$ cat src/hw/snn_pkg.sv
package snn_pkg;

    // --------------------------------------------------
    // network sizes
    // --------------------------------------------------
    localparam int N_PRE           = 16;  // pre-synaptic neurons
    localparam int PRE_ADDR_WIDTH  = 4;
    localparam int N_POST          = 4;   // post neurons, all updated in parallel
    localparam int POST_ADDR_WIDTH = 2;
    localparam int WEIGHT_WIDTH    = 8;   // signed
    localparam int MEM_WIDTH       = 12;  // signed membrane
    localparam int SPIKE_CNT_WIDTH = 4;
    localparam int GOODNESS_WIDTH  = 16;  // 4 * 15^2 fits easily

    // one weight per post neuron, element i feeds membrane i
    typedef logic [N_POST-1:0][WEIGHT_WIDTH-1:0] weight_row_t;

    // --------------------------------------------------
    // aer words
    // --------------------------------------------------
    typedef struct packed {
        logic                      is_tstep;  // 1: end of time step, addr unused
        logic [PRE_ADDR_WIDTH-1:0] addr;
    } aer_in_t;

    typedef struct packed {
        logic                      is_tstep;
        logic                      sample_end;  // last tstep of the sample
        logic [PRE_ADDR_WIDTH-1:0] addr;
    } neuron_event_t;

    typedef struct packed {
        logic [POST_ADDR_WIDTH-1:0] addr;  // firing post neuron
    } aer_out_t;

    // result of one tstep, handed from neuron array to encoder
    typedef struct packed {
        logic [N_POST-1:0]                      spikes;
        logic [N_POST-1:0][SPIKE_CNT_WIDTH-1:0] counts;  // counts after this step
        logic                                   sample_end;
    } step_result_t;

endpackage

$ cat src/hw/aer_in_decoder.sv
`timescale 1ns/1ps

module aer_in_decoder import snn_pkg::*; #(
    parameter int TIME_STEP = 4,
    parameter int DEPTH     = 4
) (
    input  logic          CLK,
    input  logic          reset,
    input  aer_in_t       aer_in,
    input  logic          aer_in_req,
    output logic          aer_in_ack,
    output neuron_event_t ev,
    output logic          ev_valid,
    input  logic          ev_pop
);

    localparam int TS_W = $clog2(TIME_STEP + 1);

    logic            fifo_full;
    logic            capture;    // word taken this edge
    logic            last_tstep; // this tstep closes the sample
    logic [TS_W-1:0] tstep_cnt;
    neuron_event_t   in_ev;

    // --------------------------------------------------
    // req/ack handshake
    // --------------------------------------------------
    // ack high means the word on the bus was already taken, so the held
    // word is never captured a second time while the sender reacts
    assign capture = aer_in_req && !aer_in_ack && !fifo_full;

    always_ff @(posedge CLK) begin
        if (reset) aer_in_ack <= 1'b0;
        else       aer_in_ack <= capture;  // one cycle pulse per word
    end

    // classify word, tag the sample's last tstep
    assign last_tstep       = aer_in.is_tstep && (tstep_cnt == TS_W'(TIME_STEP - 1));
    assign in_ev.is_tstep   = aer_in.is_tstep;
    assign in_ev.sample_end = last_tstep;
    assign in_ev.addr       = aer_in.addr;

    always_ff @(posedge CLK) begin
        if (reset) begin
            tstep_cnt <= '0;
        end else if (capture && aer_in.is_tstep) begin
            tstep_cnt <= last_tstep ? '0 : tstep_cnt + 1'b1;  // restart per sample
        end
    end

    // pending events, popped by the neuron array
    event_fifo #(
        .DEPTH     (DEPTH),
        .payload_t (neuron_event_t)
    ) i_in_fifo (
        .CLK       (CLK),
        .reset     (reset),
        .push      (capture),
        .push_data (in_ev),
        .full      (fifo_full),
        .pop       (ev_pop),
        .pop_data  (ev),
        .valid     (ev_valid)
    );

endmodule

$ cat src/hw/event_fifo.sv
`timescale 1ns/1ps

module event_fifo #(
    parameter int  DEPTH     = 4,
    parameter type payload_t = logic
) (
    input  logic     CLK,
    input  logic     reset,
    input  logic     push,
    input  payload_t push_data,
    output logic     full,
    input  logic     pop,
    output payload_t pop_data,
    output logic     valid
);

    localparam int PTR_W = (DEPTH > 1) ? $clog2(DEPTH) : 1;
    localparam int CNT_W = $clog2(DEPTH + 1);

    payload_t          mem [DEPTH];  // storage, no reset
    logic [PTR_W-1:0]  wr_ptr;
    logic [PTR_W-1:0]  rd_ptr;
    logic [CNT_W-1:0]  count;       // occupancy
    logic              do_push;
    logic              do_pop;

    assign full     = (count == CNT_W'(DEPTH));
    assign valid    = (count != '0);
    assign pop_data = mem[rd_ptr];  // head word, stable until popped

    assign do_push = push && !full;  // push into a full fifo is dropped
    assign do_pop  = pop && valid;

    always_ff @(posedge CLK) begin
        if (do_push) mem[wr_ptr] <= push_data;
    end

    // --------------------------------------------------
    // pointers and count
    // --------------------------------------------------
    always_ff @(posedge CLK) begin
        if (reset) begin
            wr_ptr <= '0;
            rd_ptr <= '0;
            count  <= '0;
        end else begin
            if (do_push) wr_ptr <= (wr_ptr == PTR_W'(DEPTH - 1)) ? '0 : wr_ptr + 1'b1;
            if (do_pop)  rd_ptr <= (rd_ptr == PTR_W'(DEPTH - 1)) ? '0 : rd_ptr + 1'b1;
            case ({do_push, do_pop})
                2'b10:   count <= count + 1'b1;
                2'b01:   count <= count - 1'b1;
                default: count <= count;  // both or neither
            endcase
        end
    end

endmodule

$ cat src/hw/neuron_array.sv
`timescale 1ns/1ps

module neuron_array import snn_pkg::*; #(
    parameter int THRESHOLD = 100
) (
    input  logic                      CLK,
    input  logic                      reset,
    input  logic                      wr_en,
    input  logic [PRE_ADDR_WIDTH-1:0] wr_addr,
    input  weight_row_t               wr_row,
    input  neuron_event_t             ev,
    input  logic                      ev_valid,
    output logic                      ev_pop,
    output step_result_t              step,
    output logic                      step_valid,
    input  logic                      step_ready
);

    localparam logic signed [MEM_WIDTH-1:0] MEM_MAX = {1'b0, {(MEM_WIDTH-1){1'b1}}};
    localparam logic signed [MEM_WIDTH-1:0] MEM_MIN = {1'b1, {(MEM_WIDTH-1){1'b0}}};

    weight_row_t                            weights [N_PRE];  // one row per pre neuron
    weight_row_t                            row;
    logic signed [MEM_WIDTH-1:0]            mem_v   [N_POST];
    logic signed [MEM_WIDTH-1:0]            mem_sum [N_POST];
    logic [SPIKE_CNT_WIDTH-1:0]             cnt     [N_POST];
    logic [N_POST-1:0][SPIKE_CNT_WIDTH-1:0] cnt_next;
    logic [N_POST-1:0]                      fire;
    logic                                   pop_neur;
    logic                                   pop_tstep;

    // clamp at the membrane limits instead of wrapping
    function automatic logic signed [MEM_WIDTH-1:0] sat_add(
        input logic signed [MEM_WIDTH-1:0]    a,
        input logic signed [WEIGHT_WIDTH-1:0] b
    );
        logic signed [MEM_WIDTH:0] s;  // one guard bit
        s = a + b;
        if (s > MEM_MAX)      return MEM_MAX;
        else if (s < MEM_MIN) return MEM_MIN;
        else                  return s[MEM_WIDTH-1:0];
    endfunction

    // --------------------------------------------------
    // weight memory
    // --------------------------------------------------
    always_ff @(posedge CLK) begin
        if (wr_en) weights[wr_addr] <= wr_row;
    end

    assign row = weights[ev.addr];

    // address events go straight through, tsteps wait for the encoder
    assign pop_neur  = ev_valid && !ev.is_tstep;
    assign pop_tstep = ev_valid && ev.is_tstep && step_ready;
    assign ev_pop    = pop_neur || pop_tstep;

    always_comb begin
        for (int i = 0; i < N_POST; i++) begin
            mem_sum[i] = sat_add(mem_v[i], $signed(row[i]));
            fire[i]    = (mem_v[i] >= THRESHOLD);  // signed compare
            // counter sticks at all ones
            if (fire[i] && (cnt[i] != '1)) cnt_next[i] = cnt[i] + 1'b1;
            else                           cnt_next[i] = cnt[i];
        end
    end

    // --------------------------------------------------
    // integrate / fire
    // --------------------------------------------------
    always_ff @(posedge CLK) begin
        if (reset) begin
            for (int i = 0; i < N_POST; i++) begin
                mem_v[i] <= '0;
                cnt[i]   <= '0;
            end
            step_valid <= 1'b0;
        end else begin
            step_valid <= pop_tstep;  // result ready next cycle
            if (pop_neur) begin
                for (int i = 0; i < N_POST; i++) mem_v[i] <= mem_sum[i];
            end else if (pop_tstep) begin
                for (int i = 0; i < N_POST; i++) begin
                    if (ev.sample_end) begin
                        mem_v[i] <= '0;  // fresh sample
                        cnt[i]   <= '0;
                    end else begin
                        if (fire[i]) mem_v[i] <= '0;  // reset on fire
                        cnt[i] <= cnt_next[i];
                    end
                end
            end
        end
    end

    // step result, counts taken before the sample end clear
    always_ff @(posedge CLK) begin
        if (pop_tstep) begin
            step.spikes     <= fire;
            step.counts     <= cnt_next;
            step.sample_end <= ev.sample_end;
        end
    end

endmodule

$ cat src/hw/snn_core_top.sv
`timescale 1ns/1ps

module snn_core_top import snn_pkg::*; #(
    parameter int TIME_STEP = 4,
    parameter int THRESHOLD = 100
) (
    input  logic                      CLK,
    input  logic                      reset,
    // aer in
    input  aer_in_t                   aer_in,
    input  logic                      aer_in_req,
    output logic                      aer_in_ack,
    // weight load
    input  logic                      wr_en,
    input  logic [PRE_ADDR_WIDTH-1:0] wr_addr,
    input  weight_row_t               wr_row,
    // aer out
    output aer_out_t                  aer_out,
    output logic                      aer_out_req,
    input  logic                      aer_out_ack,
    output logic [GOODNESS_WIDTH-1:0] goodness,
    output logic                      one_sample_finish
);

    localparam int IN_DEPTH  = 4;  // input event queue
    localparam int OUT_DEPTH = 4;  // output word queue

    neuron_event_t ev;
    logic          ev_valid;
    logic          ev_pop;
    step_result_t  step;
    logic          step_valid;
    logic          step_ready;

    // --------------------------------------------------
    // decode
    // --------------------------------------------------
    aer_in_decoder #(
        .TIME_STEP  (TIME_STEP),
        .DEPTH      (IN_DEPTH)
    ) i_decoder (
        .CLK        (CLK),
        .reset      (reset),
        .aer_in     (aer_in),
        .aer_in_req (aer_in_req),
        .aer_in_ack (aer_in_ack),
        .ev         (ev),
        .ev_valid   (ev_valid),
        .ev_pop     (ev_pop)
    );

    // execute
    neuron_array #(
        .THRESHOLD  (THRESHOLD)
    ) i_neurons (
        .CLK        (CLK),
        .reset      (reset),
        .wr_en      (wr_en),
        .wr_addr    (wr_addr),
        .wr_row     (wr_row),
        .ev         (ev),
        .ev_valid   (ev_valid),
        .ev_pop     (ev_pop),
        .step       (step),
        .step_valid (step_valid),
        .step_ready (step_ready)
    );

    // result
    spike_encoder #(
        .DEPTH             (OUT_DEPTH)
    ) i_encoder (
        .CLK               (CLK),
        .reset             (reset),
        .step              (step),
        .step_valid        (step_valid),
        .step_ready        (step_ready),
        .aer_out           (aer_out),
        .aer_out_req       (aer_out_req),
        .aer_out_ack       (aer_out_ack),
        .goodness          (goodness),
        .one_sample_finish (one_sample_finish)
    );

endmodule

$ cat src/hw/spike_encoder.sv
`timescale 1ns/1ps

module spike_encoder import snn_pkg::*; #(
    parameter int DEPTH = 4
) (
    input  logic                      CLK,
    input  logic                      reset,
    input  step_result_t              step,
    input  logic                      step_valid,
    output logic                      step_ready,
    output aer_out_t                  aer_out,
    output logic                      aer_out_req,
    input  logic                      aer_out_ack,
    output logic [GOODNESS_WIDTH-1:0] goodness,
    output logic                      one_sample_finish
);

    logic [N_POST-1:0]          pending;   // spikes still to send
    logic [POST_ADDR_WIDTH-1:0] sel_addr;  // lowest pending index
    logic                       out_full;
    logic                       out_valid;
    logic                       push;
    aer_out_t                   push_word;
    logic [GOODNESS_WIDTH-1:0]  c_ext;
    logic [GOODNESS_WIDTH-1:0]  sq_sum;

    // a step in flight also blocks the next tstep
    assign step_ready = (pending == '0) && !step_valid;

    // --------------------------------------------------
    // priority serializer
    // --------------------------------------------------
    always_comb begin
        sel_addr = '0;
        for (int i = N_POST - 1; i >= 0; i--) begin
            if (pending[i]) sel_addr = POST_ADDR_WIDTH'(i);  // lowest wins
        end
    end

    assign push           = (pending != '0) && !out_full;
    assign push_word.addr = sel_addr;

    always_ff @(posedge CLK) begin
        if (reset) begin
            pending <= '0;
        end else if (step_valid) begin
            pending <= step.spikes;  // serializer is empty here
        end else if (push) begin
            pending <= pending & ~(N_POST'(1) << sel_addr);
        end
    end

    // goodness = sum of squared spike counts
    always_comb begin
        sq_sum = '0;
        c_ext  = '0;
        for (int i = 0; i < N_POST; i++) begin
            c_ext  = GOODNESS_WIDTH'(step.counts[i]);
            sq_sum = sq_sum + c_ext * c_ext;
        end
    end

    always_ff @(posedge CLK) begin
        if (reset) begin
            goodness          <= '0;
            one_sample_finish <= 1'b0;
        end else begin
            one_sample_finish <= step_valid && step.sample_end;
            if (step_valid && step.sample_end) goodness <= sq_sum;  // held till next sample
        end
    end

    // --------------------------------------------------
    // output aer link
    // --------------------------------------------------
    event_fifo #(
        .DEPTH     (DEPTH),
        .payload_t (aer_out_t)
    ) i_out_fifo (
        .CLK       (CLK),
        .reset     (reset),
        .push      (push),
        .push_data (push_word),
        .full      (out_full),
        .pop       (aer_out_ack && out_valid),  // ack pops the head
        .pop_data  (aer_out),
        .valid     (out_valid)
    );

    assign aer_out_req = out_valid;  // req follows fifo occupancy

endmodule

$ cat config.mk
export PLATFORM = sky130hd
export DESIGN_NAME = snn_core_top
export DESIGN_NICKNAME = d
export VERILOG_FILES = /design/src/hw/snn_pkg.sv /design/src/hw/aer_in_decoder.sv /design/src/hw/event_fifo.sv /design/src/hw/neuron_array.sv /design/src/hw/snn_core_top.sv /design/src/hw/spike_encoder.sv
export SDC_FILE = /design/constraint.sdc
export NUM_CORES = 1
export LEC_CHECK = 0
export ABC_AREA = 0
export BUFFER_PORTS_ARGS = -buffer_cell sky130_fd_sc_hd__buf_2
export CORE_MARGIN = 1
export CORE_UTILIZATION = 55
export DETAILED_ROUTE_END_ITERATION = 10
export PLACE_DENSITY = 0.71
export RECOVER_POWER = 50
export SLEW_MARGIN = 5
export SYNTH_ARGS = -nofsm -noshare
export SYNTH_HDL_FRONTEND = slang
export SYNTH_SLANG_ARGS = --single-unit
$ cat constraint.sdc
create_clock -name CLK -period 15.8 [get_ports CLK]
set_clock_uncertainty 0.1 [all_clocks]
set_input_delay 3.16 -clock CLK [delete_from_list [all_inputs] [get_ports CLK]]
set_output_delay 3.16 -clock CLK [all_outputs]
set_load 0.005 [all_outputs]
==> insert_results.sql <==
INSERT INTO impl_metrics (metric_group, metric, value, unit) VALUES
('setup_path', 'critPathSlowestCell', 'fa_1', ''),
('floorplan', 'coreArea', '53800', 'um^2'),
('job', 'timing.max_cap.violations', '2', ''),
('cts', 'clock_latency', '0.61', 'ns'),
('setup_path', 'worstSetupPathType', 'register to register', ''),
('setup_path', 'critPathMostFrequentCell', 'fa_1', ''),
('global_routing', 'grt_start_max_net_pins', '60', ''),
('cts', 'hold_buffers', '0', ''),
('status', 'violations_in_the_final_reports', 'capacitance limit, slew limit', ''),
('setup_path', 'crit_arrival', '7.25', 'ns'),
('sta', 'finalHoldViolCount', '0', ''),
('route', 'drc', '0', ''),
('floorplan', 'pin_count', '67', ''),
('yosys', 'synth-async-reset-ratio', '0', ''),
('floorplan', 'die_y', '235', 'um'),
('setup_path', 'crit_fanout', '5', ''),
('route', 'route.final.wire_length', '60.6', 'mm'),
('yosys', 'syn-mean-instance-area', '15.8', 'um^2'),
('sta', 'final.period_utilization', '0.431', ''),
('sta', 'totalNegativeSetupSlack', '0', 'ns'),
('cts', 'cts.path.max_buffers', '3', ''),
('sta', 'min_period', '6.81', 'ns'),
('yosys', 'syn-cell-area', '29900', 'um^2'),
('route', 'detailroute.via_count', '16400', ''),
('yosys', 'synth.area.mux_share', '0.119', ''),
('yosys', 'yosys.cell_types.count', '73', ''),
('sta', 'measured_slew_at_the_worst_slew_check_pin', '2.02', 'ns'),
('global_routing', 'antenna_found_initial', '1', ''),
('floorplan', 'dieArea', '55300', 'um^2'),
('yosys', 'synth-warning-count', '0', ''),
('cells_and_area', 'fill_cells', '3911', ''),
('yosys', 'synth_top_cells_by_area', 'edfxtp_1, mux4_2, dfxtp_1', ''),
('route', 'detail_route.first_pass.iterations', '5', ''),
('yosys', 'synth-adder-area-share', '0.0682', ''),
('cts', 'cts-buffers-inserted', '70', ''),
('place', 'sum_of_net_half_perimeters_after_detailed_placement', '36.6', 'mm'),
('yosys', 'yosysTopAreaCell', 'edfxtp_1', ''),
('sta', 'total_of_endpoints_with_negative_setup_slack_in_the_final_report', '0', ''),
('route', 'routedWlPerCell', '22.1', 'um'),
('global_routing', 'global_route.usage.total', '0.225', ''),
('place', 'routabilityCongestion', '0.826', ''),
('yosys', 'post-synth-top-count-cell', 'edfxtp_1', ''),
('cts', 'cts_resized', '0', ''),
('route', 'ant_nets', '0', ''),
('cells_and_area', 'syn_to_final_growth', '11.0', '%'),
('sta', 'fmaxAchievable', '0.147', 'GHz'),
('yosys', 'share_of_the_synthesized_area_in_compound_gates_ao_oa_aoi_oai', '0.0666', ''),
('global_routing', 'grt.overflow.total', '0', ''),
('worst_hold_path', 'hold_removal_path_class', 'register to register', ''),
('floorplan', 'core.rowCount', '85', ''),
('setup_path', 'worst_path_largest_cell_delay', '0.54', 'ns'),
('setup_path', 'worstSetupStartpointType', 'register', ''),
('cts', 'htreeDepth', '3', ''),
('cts', 'cts_root_buf', 'clkbuf_16', ''),
('status', 'run_status', 'finished, violations left', ''),
('cts', 'cts_tree', 'yes', ''),
('sta', 'slew-limit-headroom', '-0.345', ''),
('global_routing', 'first_pass_grt_wire_length', '95.5', 'mm'),
('global_routing', 'first_global_vias', '16700', ''),
('cells_and_area', 'post_route_cells_drive_above_1_share', '0.152', ''),
('yosys', 'synth_sequential_area_ratio', '0.645', ''),
('setup_path', 'crit_path_cell_trace', 'nand2_1 > fa_1 > fa_1 > inv_1 > fa_1 > fa_1 > ha_1 > fa_1 > ha_1 > inv_1 > fa_1 > fa_1 > fa_1 > inv_1 > ha_1 > a21oi_1 > o21bai_1 > a2111oi_0 > nor3_1 > nor4_1 > a211o_1', ''),
('yosys', 'synth_top_family_by_area', 'multiplexers', ''),
('yosys', 'dominantRegCellSynth', 'edfxtp_1', ''),
('setup_path', 'critical-path-top-delay-family', 'adder cells', ''),
('yosys', 'postSynthCellCount', '1897', ''),
('route', 'dr.first_iter.drc_count', '1196', ''),
('cts', 'clock-sinks', '668', ''),
('sta', 'slew_viol_final', '72', ''),
('cts', 'cts.reportedPaths.clkPinSlew', '0.06', 'ns'),
('yosys', 'synth.ff_latch_count', '668', '');
## cells by family after synthesis
logic type | count (synthesis)
mux | 186
other cells | 1
compound gates | 314
fa+ha+maj | 142
simple gates | 363
flops | 668
buf+inv | 176
xor+xnor | 47
## metal layers
metal | global-route usage | vias to the layer above | wire [um]
li1 | - | 7537 | -
met1 | 0.304 | 8408 | 25800
met4 | 0.0634 | 2 | 1060
met2 | 0.380 | 410 | 30700
met3 | 0.0378 | 83 | 3000
met5 | 0 | - | 13
## state kept, by name, indices dropped and copies added (netlist names), named ones only
signal / cells
i_decoder.aer_in_ack: 1
i_decoder.i_in_fifo.count: 3
i_decoder.i_in_fifo.mem: 24
i_decoder.i_in_fifo.rd_ptr: 2
i_decoder.i_in_fifo.wr_ptr: 2
i_decoder.tstep_cnt: 3
i_encoder.goodness: 11
i_encoder.i_out_fifo.count: 3
i_encoder.i_out_fifo.mem: 8
i_encoder.i_out_fifo.rd_ptr: 2
i_encoder.i_out_fifo.wr_ptr: 2
i_encoder.one_sample_finish: 1
i_encoder.pending: 4
i_neurons.cnt: 16
i_neurons.mem_v: 48
i_neurons.step: 21
i_neurons.step_valid: 1
i_neurons.weights: 512
## cell usage in the layout, fill, tap and decap left out, drive strengths merged, types with 8 or more instances in the layout
master	instances
dfxtp	75
nor3	29
nand2	90
nor4	12
and2	21
xor2	17
nor2	75
or3	13
xnor2	30
buf	50
mux2i	45
clkinv	21
mux4	136
nand3	12
a31oi	17
a22oi	8
ha	107
clkbuf	134
a21oi	120
a211oi	38
nand3b	12
fa	35
edfxtp	593
nand2b	15
a21o	23
o21ai	50
nor2b	53
inv	108
## worst paths after layout
kind	startpoint	end	slack (ns)	cells past startpoint
worst min register to register	i_decoder.tstep_cnt[2]$_SDFFE_PP0P_	i_decoder.tstep_cnt[2]$_SDFFE_PP0P_	0.33	2
worst max-delay path	i_neurons.step[1]$_DFFE_PP_	i_encoder.goodness[9]$_SDFFE_PP0P_	8.99	21
worst min-delay path	i_decoder.tstep_cnt[2]$_SDFFE_PP0P_	i_decoder.tstep_cnt[2]$_SDFFE_PP0P_	0.33	2
worst max register to register	i_neurons.step[1]$_DFFE_PP_	i_encoder.goodness[9]$_SDFFE_PP0P_	8.99	21
## through the flow
step,instances,hold slack [ns],utilization,cell area (um^2),setup WS (ns)
6_report,2740,0.332,0.617,33200,8.99
5_1_grt,2739,0.360,0.617,33200,8.62
4_1_cts,2739,0.334,0.618,33300,8.95
3_5_place_dp,2615,0.324,0.578,31100,8.97
3_3_place_gp,2615,0.321,0.578,31100,9.06
2_1_floorplan,1901,0.307,-,29900,9.28
## layout make-up
type / instances / area (um^2) / share of cell area
clock inverter: 29 / 239 / 0.00720
timing repair buffer: 89 / 464 / 0.0140
clock buffer: 95 / 1920 / 0.0578
antenna: 1 / 2.50 / 0.0000754
inverter: 105 / 394 / 0.0119
tap: 696 / 871 / 0.0262
sequential: 668 / 19300 / 0.582
multi-input combinational: 1057 / 10000 / 0.301
## worst min-delay path: cells and delay by family, from the launching register on
family / cells / cell delay [ns]
DFF: 1 / 0.30
AOI/OAI and AO/OA: 1 / 0.04
buffers and inverters: 1 / 0.05
Power is not shown: default switching activity piles up to over one toggle a cycle in this logic, so the estimate is an artifact.
